[src/hdl/desc_parser_pkg.sv]
// Descriptor parser internal types: framer state codes and parse result codes
package desc_parser_pkg;

    // Width of the state code seen on parse_state
    localparam int STATE_W = 3;

    // Framer states, named after the byte most recently consumed
    typedef enum logic [STATE_W-1:0] {
        IDLE     = 3'd0,
        LENGTH   = 3'd1,
        TYPE     = 3'd2,
        FIELDS   = 3'd3,
        COMPLETE = 3'd4
    } frame_state_e;

    // Result of one framed descriptor
    typedef enum logic [1:0] {
        // Nothing parsed since reset
        STATUS_NONE       = 2'd0,
        // Device descriptor of the correct length
        STATUS_OK         = 2'd1,
        // Other descriptor type, consumed by its length
        STATUS_SKIPPED    = 2'd2,
        // bLength below 2, or a device descriptor of the wrong length
        STATUS_BAD_LENGTH = 2'd3
    } parse_status_e;

endpackage

[src/hdl/usb_std_pkg.sv]
// USB standard descriptor codes, device descriptor length and field byte offsets
package usb_std_pkg;

    // bDescriptorType codes from the USB 2.0 standard request chapter
    typedef enum logic [7:0] {
        DEVICE        = 8'd1,
        CONFIGURATION = 8'd2,
        STRING        = 8'd3,
        INTERFACE     = 8'd4,
        ENDPOINT      = 8'd5
    } desc_type_e;

    // Required bLength of a standard device descriptor
    localparam logic [7:0] DEVICE_DESC_LEN = 8'd18;

    // Byte offsets inside the device descriptor
    // Index 0 is bLength, index 1 is bDescriptorType
    localparam logic [7:0] OFS_DEVICE_CLASS = 8'd4;

    // bMaxPacketSize0, endpoint 0 only
    localparam logic [7:0] OFS_MAX_PACKET = 8'd7;

    // idVendor, little endian
    localparam logic [7:0] OFS_VENDOR_LO = 8'd8;
    localparam logic [7:0] OFS_VENDOR_HI = 8'd9;

    // idProduct, little endian
    localparam logic [7:0] OFS_PRODUCT_LO = 8'd10;
    localparam logic [7:0] OFS_PRODUCT_HI = 8'd11;

    // bNumConfigurations is the final byte of the descriptor
    localparam logic [7:0] OFS_NUM_CONFIGS = 8'd17;

endpackage

[src/hdl/desc_byte_framer.sv]
// Decode stage: frames descriptor bytes by bLength and issues indexed byte strobes
`timescale 1ns/100ps

module desc_byte_framer (
    input  logic                          clk,
    input  logic                          reset,
    input  logic [7:0]                    data_in,
    input  logic                          data_valid,
    input  logic                          start_parse,
    output logic                          byte_strobe,
    output logic [7:0]                    byte_index,
    output logic [7:0]                    byte_data,
    output logic [7:0]                    desc_type,
    output logic                          first_byte,
    output logic                          last_byte,
    output logic                          abort,
    output desc_parser_pkg::frame_state_e parse_state
);

    // Input register stage
    logic [7:0] data_in_reg;
    logic       data_valid_reg;
    logic       start_parse_reg;

    desc_parser_pkg::frame_state_e state_q;
    desc_parser_pkg::frame_state_e state_d;

    // Stored bLength and the index of the next expected byte
    logic [7:0] desc_len;
    logic [7:0] byte_count;

    logic       take;
    logic       take_first;
    logic       take_last;
    logic       take_abort;
    logic       at_last;

    always_ff @(posedge clk) begin
        data_in_reg <= data_in;
    end

    always_ff @(posedge clk or posedge reset) begin
        if (reset) begin
            data_valid_reg  <= 1'b0;
            start_parse_reg <= 1'b0;
        end else begin
            data_valid_reg  <= data_valid;
            start_parse_reg <= start_parse;
        end
    end

    assign at_last = (byte_count == desc_len - 8'd1);

    always_comb begin
        state_d    = state_q;
        take       = 1'b0;
        take_first = 1'b0;
        take_last  = 1'b0;
        take_abort = 1'b0;
        case (state_q)
            // COMPLETE behaves like IDLE so a new start byte can follow at once
            desc_parser_pkg::IDLE, desc_parser_pkg::COMPLETE: begin
                state_d = desc_parser_pkg::IDLE;
                if (data_valid_reg && start_parse_reg) begin
                    take       = 1'b1;
                    take_first = 1'b1;
                    state_d    = desc_parser_pkg::LENGTH;
                end
            end
            desc_parser_pkg::LENGTH: begin
                if (data_valid_reg) begin
                    take = 1'b1;
                    if (desc_len < 8'd2) begin
                        take_abort = 1'b1;
                        state_d    = desc_parser_pkg::COMPLETE;
                    end else if (at_last) begin
                        take_last = 1'b1;
                        state_d   = desc_parser_pkg::COMPLETE;
                    end else begin
                        state_d = desc_parser_pkg::TYPE;
                    end
                end
            end
            desc_parser_pkg::TYPE, desc_parser_pkg::FIELDS: begin
                if (data_valid_reg) begin
                    take = 1'b1;
                    if (at_last) begin
                        take_last = 1'b1;
                        state_d   = desc_parser_pkg::COMPLETE;
                    end else begin
                        state_d = desc_parser_pkg::FIELDS;
                    end
                end
            end
            default: state_d = desc_parser_pkg::IDLE;
        endcase
    end

    always_ff @(posedge clk or posedge reset) begin
        if (reset) begin
            state_q     <= desc_parser_pkg::IDLE;
            byte_count  <= 8'd0;
            byte_strobe <= 1'b0;
            first_byte  <= 1'b0;
            last_byte   <= 1'b0;
            abort       <= 1'b0;
        end else begin
            state_q     <= state_d;
            byte_strobe <= take;
            first_byte  <= take_first;
            last_byte   <= take_last;
            abort       <= take_abort;
            if (take) begin
                byte_count <= take_first ? 8'd1 : byte_count + 8'd1;
            end
        end
    end

    // Byte payload travels next to the strobe
    always_ff @(posedge clk) begin
        if (take) begin
            byte_data  <= data_in_reg;
            byte_index <= take_first ? 8'd0 : byte_count;
        end
        if (take_first) begin
            desc_len <= data_in_reg;
        end
        // The type byte is always index 1
        if (take && state_q == desc_parser_pkg::LENGTH) begin
            desc_type <= data_in_reg;
        end
    end

    assign parse_state = state_q;

endmodule

[src/hdl/desc_result_reg.sv]
// Result stage: holds the last good device information, pulses completion and counts descriptors
`timescale 1ns/100ps

module desc_result_reg #(
    parameter int COUNT_WIDTH = 8
) (
    input  logic                           clk,
    input  logic                           reset,
    input  logic                           done,
    input  desc_parser_pkg::parse_status_e status,
    input  logic [15:0]                    vendor_id_in,
    input  logic [15:0]                    product_id_in,
    input  logic [7:0]                     device_class_in,
    input  logic [7:0]                     max_packet_size_in,
    input  logic [7:0]                     num_configurations_in,
    output logic [15:0]                    vendor_id,
    output logic [15:0]                    product_id,
    output logic [7:0]                     device_class,
    output logic [7:0]                     max_packet_size,
    output logic [7:0]                     num_configurations,
    output logic                           device_info_valid,
    output logic                           parsing_complete,
    output desc_parser_pkg::parse_status_e parse_status,
    output logic [COUNT_WIDTH-1:0]         desc_count
);

    logic good;

    assign good = done && (status == desc_parser_pkg::STATUS_OK);

    always_ff @(posedge clk or posedge reset) begin
        if (reset) begin
            vendor_id          <= 16'h0000;
            product_id         <= 16'h0000;
            device_class       <= 8'h00;
            max_packet_size    <= 8'h00;
            num_configurations <= 8'h00;
            device_info_valid  <= 1'b0;
            parsing_complete   <= 1'b0;
            parse_status       <= desc_parser_pkg::STATUS_NONE;
            desc_count         <= '0;
        end else begin
            parsing_complete <= done;
            if (done) begin
                parse_status <= status;
                // Counter wraps
                desc_count   <= desc_count + 1'b1;
            end
            // Skipped and bad descriptors leave earlier good data in place
            if (good) begin
                vendor_id          <= vendor_id_in;
                product_id         <= product_id_in;
                device_class       <= device_class_in;
                max_packet_size    <= max_packet_size_in;
                num_configurations <= num_configurations_in;
                device_info_valid  <= 1'b1;
            end
        end
    end

endmodule

[src/hdl/device_field_extract.sv]
// Execute stage: captures device descriptor fields by byte index and grades each descriptor
`timescale 1ns/100ps

module device_field_extract (
    input  logic                           clk,
    input  logic                           reset,
    input  logic                           byte_strobe,
    input  logic [7:0]                     byte_index,
    input  logic [7:0]                     byte_data,
    input  logic [7:0]                     desc_type,
    input  logic                           first_byte,
    input  logic                           last_byte,
    input  logic                           abort,
    output logic                           done,
    output desc_parser_pkg::parse_status_e status,
    output logic [15:0]                    vendor_id,
    output logic [15:0]                    product_id,
    output logic [7:0]                     device_class,
    output logic [7:0]                     max_packet_size,
    output logic [7:0]                     num_configurations
);

    // bLength as declared by byte 0
    logic [7:0] decl_len;

    logic is_device;
    logic frame_end;

    desc_parser_pkg::parse_status_e status_d;

    assign is_device = (desc_type == usb_std_pkg::DEVICE);
    assign frame_end = byte_strobe && (last_byte || abort);

    // Grade the descriptor from its type and declared length
    always_comb begin
        if (abort) begin
            status_d = desc_parser_pkg::STATUS_BAD_LENGTH;
        end else if (is_device) begin
            if (decl_len == usb_std_pkg::DEVICE_DESC_LEN) begin
                status_d = desc_parser_pkg::STATUS_OK;
            end else begin
                status_d = desc_parser_pkg::STATUS_BAD_LENGTH;
            end
        end else begin
            status_d = desc_parser_pkg::STATUS_SKIPPED;
        end
    end

    always_ff @(posedge clk or posedge reset) begin
        if (reset) begin
            done   <= 1'b0;
            status <= desc_parser_pkg::STATUS_NONE;
        end else begin
            done <= frame_end;
            if (frame_end) begin
                status <= status_d;
            end
        end
    end

    always_ff @(posedge clk) begin
        if (byte_strobe && first_byte) begin
            decl_len <= byte_data;
        end
        // desc_type is stale on byte 0, but no field lives there
        if (byte_strobe && is_device) begin
            case (byte_index)
                usb_std_pkg::OFS_DEVICE_CLASS: device_class          <= byte_data;
                usb_std_pkg::OFS_MAX_PACKET:   max_packet_size       <= byte_data;
                usb_std_pkg::OFS_VENDOR_LO:    vendor_id[7:0]        <= byte_data;
                usb_std_pkg::OFS_VENDOR_HI:    vendor_id[15:8]       <= byte_data;
                usb_std_pkg::OFS_PRODUCT_LO:   product_id[7:0]       <= byte_data;
                usb_std_pkg::OFS_PRODUCT_HI:   product_id[15:8]      <= byte_data;
                usb_std_pkg::OFS_NUM_CONFIGS:  num_configurations    <= byte_data;
                default: ;
            endcase
        end
    end

endmodule

[src/hdl/usb_desc_parser_top.sv]
// USB standard descriptor parser top: decode, execute and result stages in a row
`timescale 1ns/100ps

module usb_desc_parser_top #(
    parameter int COUNT_WIDTH = 8
) (
    input  logic                           clk,
    input  logic                           reset,
    input  logic [7:0]                     data_in,
    input  logic                           data_valid,
    input  logic                           start_parse,
    output logic [15:0]                    vendor_id,
    output logic [15:0]                    product_id,
    output logic [7:0]                     device_class,
    output logic [7:0]                     max_packet_size,
    output logic [7:0]                     num_configurations,
    output logic                           device_info_valid,
    output logic                           parsing_complete,
    output desc_parser_pkg::parse_status_e parse_status,
    output logic [COUNT_WIDTH-1:0]         desc_count,
    output desc_parser_pkg::frame_state_e  parse_state
);

    // Framer to extractor
    logic       byte_strobe;
    logic [7:0] byte_index;
    logic [7:0] byte_data;
    logic [7:0] desc_type;
    logic       first_byte;
    logic       last_byte;
    logic       abort;

    // Extractor to result
    logic                           done;
    desc_parser_pkg::parse_status_e status;
    logic [15:0]                    ext_vendor_id;
    logic [15:0]                    ext_product_id;
    logic [7:0]                     ext_device_class;
    logic [7:0]                     ext_max_packet_size;
    logic [7:0]                     ext_num_configurations;

    desc_byte_framer framer_i (
        .clk         (clk),
        .reset       (reset),
        .data_in     (data_in),
        .data_valid  (data_valid),
        .start_parse (start_parse),
        .byte_strobe (byte_strobe),
        .byte_index  (byte_index),
        .byte_data   (byte_data),
        .desc_type   (desc_type),
        .first_byte  (first_byte),
        .last_byte   (last_byte),
        .abort       (abort),
        .parse_state (parse_state)
    );

    device_field_extract extract_i (
        .clk                (clk),
        .reset              (reset),
        .byte_strobe        (byte_strobe),
        .byte_index         (byte_index),
        .byte_data          (byte_data),
        .desc_type          (desc_type),
        .first_byte         (first_byte),
        .last_byte          (last_byte),
        .abort              (abort),
        .done               (done),
        .status             (status),
        .vendor_id          (ext_vendor_id),
        .product_id         (ext_product_id),
        .device_class       (ext_device_class),
        .max_packet_size    (ext_max_packet_size),
        .num_configurations (ext_num_configurations)
    );

    desc_result_reg #(
        .COUNT_WIDTH (COUNT_WIDTH)
    ) result_i (
        .clk                   (clk),
        .reset                 (reset),
        .done                  (done),
        .status                (status),
        .vendor_id_in          (ext_vendor_id),
        .product_id_in         (ext_product_id),
        .device_class_in       (ext_device_class),
        .max_packet_size_in    (ext_max_packet_size),
        .num_configurations_in (ext_num_configurations),
        .vendor_id             (vendor_id),
        .product_id            (product_id),
        .device_class          (device_class),
        .max_packet_size       (max_packet_size),
        .num_configurations    (num_configurations),
        .device_info_valid     (device_info_valid),
        .parsing_complete      (parsing_complete),
        .parse_status          (parse_status),
        .desc_count            (desc_count)
    );

endmodule

[config.mk]
export PLATFORM = sky130hd
export DESIGN_NAME = usb_desc_parser_top
export DESIGN_NICKNAME = d
export VERILOG_FILES = /design/src/hdl/desc_parser_pkg.sv /design/src/hdl/usb_std_pkg.sv /design/src/hdl/desc_byte_framer.sv /design/src/hdl/desc_result_reg.sv /design/src/hdl/device_field_extract.sv /design/src/hdl/usb_desc_parser_top.sv
export SDC_FILE = /design/constraint.sdc
export NUM_CORES = 1
export LEC_CHECK = 0
export ABC_AREA = 1
export BUFFER_PORTS_ARGS = -buffer_cell sky130_fd_sc_hd__buf_2
export CORE_UTILIZATION = 55
export CTS_CLUSTER_DIAMETER = 60
export DETAILED_ROUTE_END_ITERATION = 6
export PLACE_DENSITY = 0.79
export SYNTH_ARGS = -nofsm -noshare
export SYNTH_HDL_FRONTEND = slang
export SYNTH_SLANG_ARGS = --single-unit
[constraint.sdc]
create_clock -name clk -period 6 [get_ports clk]
set_input_delay 0.6 -clock clk [delete_from_list [all_inputs] [get_ports clk]]
set_output_delay 0.6 -clock clk [all_outputs]
set_load 0.005 [all_outputs]
### After elaboration in Yosys (flattened, before gate mapping)

Index checks and enable logic that the tools add are counted.

* eq/ne operators: 17
* $add $sub $neg: 3
* muxes and demuxes: 23
* reduce and logical (&&, ||, !) cells: 19
* $lt $le $gt $ge: 1

Operators with widths (count)
* 8-bit by 4-bit == test with 1-bit output, second input constant: 4
* 8-bit by 1-bit adder with 8-bit output, second input constant: 2
* 8-bit by 3-bit == test with 1-bit output, second input constant: 2
* 8-bit by 5-bit == test with 1-bit output, second input constant: 2
* 2-bit AND reduction: 8
* 3-bit two-way mux: 5
* 1-bit two-way mux: 11
* 3-bit case mux with 3 select lines: 1
* 8-bit by 1-bit == test with 1-bit output, second input constant: 1
* 8-bit == test: 1
* 8-bit by 2-bit less-than comparator with 1-bit output, second input constant: 1
* 8-bit two-way mux: 1
* 8-bit by 1-bit subtractor with 8-bit output, second input constant: 1
* 3-bit by 2-bit == test with 1-bit output, second input constant: 2
* 1-bit logical AND: 6
* 2-bit two-way mux: 3
* 2-bit by 1-bit != test with 1-bit output, second input constant: 2
* 1-bit case mux with 2 select lines: 2
* 2-bit OR reduction: 2
* 3-bit by 1-bit == test with 1-bit output, second input constant: 1
* 3-bit == test, second input constant: 1
* 3-bit zero test: 1
* 3-bit OR reduction: 1
* 2-bit by 1-bit == test with 1-bit output, second input constant: 1
* 1-bit logical OR: 1

* register bits after elaboration: 192
* input bits: 12
* word-level logic and storage cells: 95

### Logic depth before layout (Yosys ltp)

* word-level depth: 6
* gate-level depth with buffers: 14

### By module

Synthesis repeated with hierarchy kept, for this count alone.

* cells, all modules: 631
* area, all modules: 7380.8 sq um

By module, submodules not included
* desc_result_reg: cells an instance 291, area an instance 2834.0 sq um, times used 1
* device_field_extract: cells an instance 142, area an instance 2311.0 sq um, times used 1
* desc_byte_framer: cells an instance 198, area an instance 2235.9 sq um, times used 1

### Least setup slack after synthesis

No wires, ideal clock.

* path kind: register to register
* start: reg framer_i.desc_type[5]
* end: reg extract_i.vendor_id[10] (enable)
* path buffers: 0
* data arrival time: 1.635 ns
* data required time: 5.617 ns
* slack: 3.981 ns
* cell stages (with the launch flop): 8
* setup time: 0.383 ns
* cell sequence: edfxtp_1 nor2_1 inv_1 nor4_2 inv_1 nor2_1 inv_1 nor3_1

* cells in the longest elaborated chain, start to end: 3

Ends and longest elaborated chain
* from (decl): RTL line desc_byte_framer.sv:13 `output logic [7:0] desc_type,`
* from (signal assigned): RTL line desc_byte_framer.sv:130 `desc_type <= data_in_reg;`
* 8-bit by 1-bit == test with 1-bit output: RTL line device_field_extract.sv:31 `assign is_device = (desc_type == usb_std_pkg::DEVICE);`
* 1-bit logical AND: RTL line device_field_extract.sv:66 `if (byte_strobe && is_device) begin`
* 2-bit AND reduction (no source line)
* to (signal assigned): RTL line device_field_extract.sv:71 `usb_std_pkg::OFS_VENDOR_HI: vendor_id[15:8] <= byte_data;`
* to (decl): RTL line device_field_extract.sv:16 `output logic [15:0] vendor_id,`

Every way passes these cells.
A chain may end at the register's enable or synchronous reset.

### Worst setup path after layout

* start: reg framer_i.desc_type[7]
* end: reg extract_i.num_configurations[5] (enable)

* cells in the longest elaborated chain, start to end: 3

Ends and longest elaborated chain
* 8-bit by 1-bit == test with 1-bit output: RTL line device_field_extract.sv:31
* 1-bit logical AND: RTL line device_field_extract.sv:66
* 2-bit AND reduction (no source line)
* to (signal assigned): RTL line device_field_extract.sv:74 `usb_std_pkg::OFS_NUM_CONFIGS: num_configurations <= byte_data;`
* to (decl): RTL line device_field_extract.sv:20 `output logic [7:0] num_configurations`

Every way passes these cells.

==> results.yml <==
clocking:
  clk_latency_ps: 420
  clock_path_buffers: 2
  cts.repair_timing.setup_buffer_count: 0
  tritoncts: "yes"
  cts_max_level: 4
  clockRootBuffer: "clkbuf_16"
  cts-buffers-inserted: 17
  cts_hold_buffers: 0
  clkSlewWorstSetupHoldPaths_ps: 70
  cts_resized: 0
  numClockSinks: 192
timing:
  setup-violations-final: 0
  tcrit_tclk_final_pct: 42.5
  fmaxAchievable_ghz: 0.392
  slew-limit-headroom_pct: 25.3
  grt_setup_unrepaired: "no"
  report.final.hold_viol_count: 0
  tns_ps: 0
  report.final.slew_viol_count: 0
  tightest_slew_ps: 1120
  fin_worst_hold_slack_ps: 272
  layout_min_cycle_time_ps: 2550
  timing.clock.skew_ps: 7.77
synth:
  synth_simple_gate_area_share_pct: 10.3
  synth_cell_types: 31
  mapped_avg_cell_area_um2: 14.4
  ys_top_cells_by_area: "edfxtp_1 41%, dfrtp_1 31%, mux2_2 9.0%"
  synth_compound_gate_area_share_pct: 1.47
  synth_fp_nets: 503
  multiplexer_share_of_the_synthesized_area_pct: 8.95
  yosys.area_share.xor_xnor_pct: 1.24
  synth_top_family_by_area: "simple AND/OR/NAND/NOR gates"
  synth_sequential_area_ratio_pct: 74.4
  synth_warnings: 0
  synthDominantAreaCellType: "edfxtp_1"
  netlist_area_um2: 7050
  synth_top_area_share_pct: 40.9
  synth_seq_cells: 192
  yosys.area_share.adder_pct: 0.533
  mapped_cells: 488
place:
  placed_cells_incl_taps: 732
  place_hpwl_um: 8190
  port_buffers: 82
  gp_congestion: 0.853
layout:
  area.sequential_um2: 5250
  post_route_cells_drive_above_1_share_pct: 32.4
  n_fill_cell: 821
  area_growth_syn_to_layout_pct: 17.5
  count_of_antenna_diodes_in_the_layout: 0
  num-nets-final: 598
  most_common_cell_after_layout_fill_and_taps_aside: "edfxtp_1"
  multi_input_area_um2: 1590
  final-instance-count-excl-fill: 764
  layout.cells.most_common_list: "96 x edfxtp_1, 88 x dfrtp_1, 82 x buf_2"
  fin_util_pct: 67.5
run_status:
  status: "finished, final reports clean"
job:
  cap_viol_max_count: 0
route:
  avgViaCountPerCell: 5.12
  drt-pass1-iter-count: 4
  dr_total_vias: 3914
  routed_wire_length_per_instance_um: 16.3
  drcViolationCount: 0
  antenna_violating_nets_post_route: 0
  drt-initial-drc-count: 222
  totalWireLength_um: 12400
floorplanning:
  die_height_um: 115
  die-area_um2: 13300
  fp.coreArea_um2: 12300
  io-pin-count: 83
  die_w_um: 115
  core_rows: 40
  start_util_pct: 57.5
critical_path:
  setup.worst_path.start_class: "flip-flop"
  crit_path_end_kind: "flip-flop"
  critical_path_required_ps: 6040
  data_arrival_time_of_the_critical_path_ps: 2600
  crit_fanout: 8
  criticalPathCategory: "reg2reg"
  start_point_of_the_critical_path: "framer_i.desc_type[7]"
  worst_r2r_startpoint: "framer_i.desc_type[7]"
grt:
  groute.layer.met3.usage_pct: 5.69
  global_route.overflow_total: 0
  gr-usage-all-layers_pct: 20.6
  global_route.usage.met1_pct: 26.8
  globalRoute.busiestLayer: "met2"
  antenna_found_initial: 0
  grt_first_pass_wirelength_um: 19600
  pin_count_of_the_biggest_net_entering_global_routing: 89
  globalRouteMet2Util_pct: 32.8
  via_count_of_the_first_global_routing_pass: 3850
power_and_ir_drop:
  power_density_nw_per_um2: 368
  power.leakage_nw: 3.86
  fin_total_pwr_w: 0.00304
  worst_ir_drop_vdd_v: 0.000296
min_path:
  worstHoldPathType: "in2reg"
  worst_hold_startpoint: "data_in[0]"
==> kinds of logic (layout without fill, tap and decap cells) <==
kind of cell / after synthesis / in the layout
xor+xnor: 10 / 10
flops: 192 / 192
compound gates: 20 / 20
mux: 56 / 56
simple gates: 152 / 152
fa+ha+maj: 3 / 3
buf+inv: 55 / 163
==> critical path, cell delays in order, from the launching register on <==
cell      delay, ps
edfxtp_1        370
nor2_1          130
nand3b_1         90
nor4_2          330
inv_1            80
nor2_1          200
inv_1           110
nor3_1          850
==> routing by layer <==
layer | share of wire, % | wire (um)
met1 | 44 | 5470
met2 | 50 | 6210
met3 | 4.1 | 511
met4 | 1.9 | 231
met5 | 0 | 0
==> synthesized netlist by cell type (all sizes together) <==
cell type / number
ha: 3
nor4: 2
xnor2: 5
clkbuf: 1
xor2: 5
edfxtp: 96
nor3: 12
nand2: 65
nor4b: 2
a41oi: 1
dfrtp: 88
a21oi: 10
or2: 1
mux2: 56
inv: 47
dfxtp: 8
o21ai: 9
nor2: 49
buf: 7
nand4: 2
nand3: 18
nand3b: 1
==> report_power, final <==
part           switching (W)  leakage (nW)  internal (W)
clock               0.000486         0.308      0.000700
combinational       0.000174          1.40     0.0000827
sequential         0.0000935          2.15       0.00151
total               0.000754          3.86       0.00229
==> final timing paths <==
path,end,slack (ps),cells past startpoint
setup / recovery,extract_i.num_configurations[5],3450,7
hold / removal,framer_i.data_in_reg[0],270,1
setup reg to reg,extract_i.num_configurations[5],3450,7
hold reg to reg,result_i.device_info_valid,460,2
max in group asynchronous,result_i.device_class[4],4750,3
min in group asynchronous,result_i.desc_count[3],520,3
==> area by class of cell <==
type / count / area share, %
timing repair buffer: 84 / 5.14
sequential: 192 / 63.3
tap: 168 / 2.54
clock inverter: 13 / 2.10
multi-input combinational: 241 / 19.1
clock buffer: 19 / 5.61
inverter: 47 / 2.15
==> per-stage QoR <==
stage,instance area [um2],worst slack (ps)
3_3_place_gp,7640,3640
5_1_grt,8280,3250
6_report,8280,3450
3_5_place_dp,7640,3490
4_1_cts,8280,3430
2_1_floorplan,7050,3120
No activity file was read; power rests on OpenSTA's default activity.
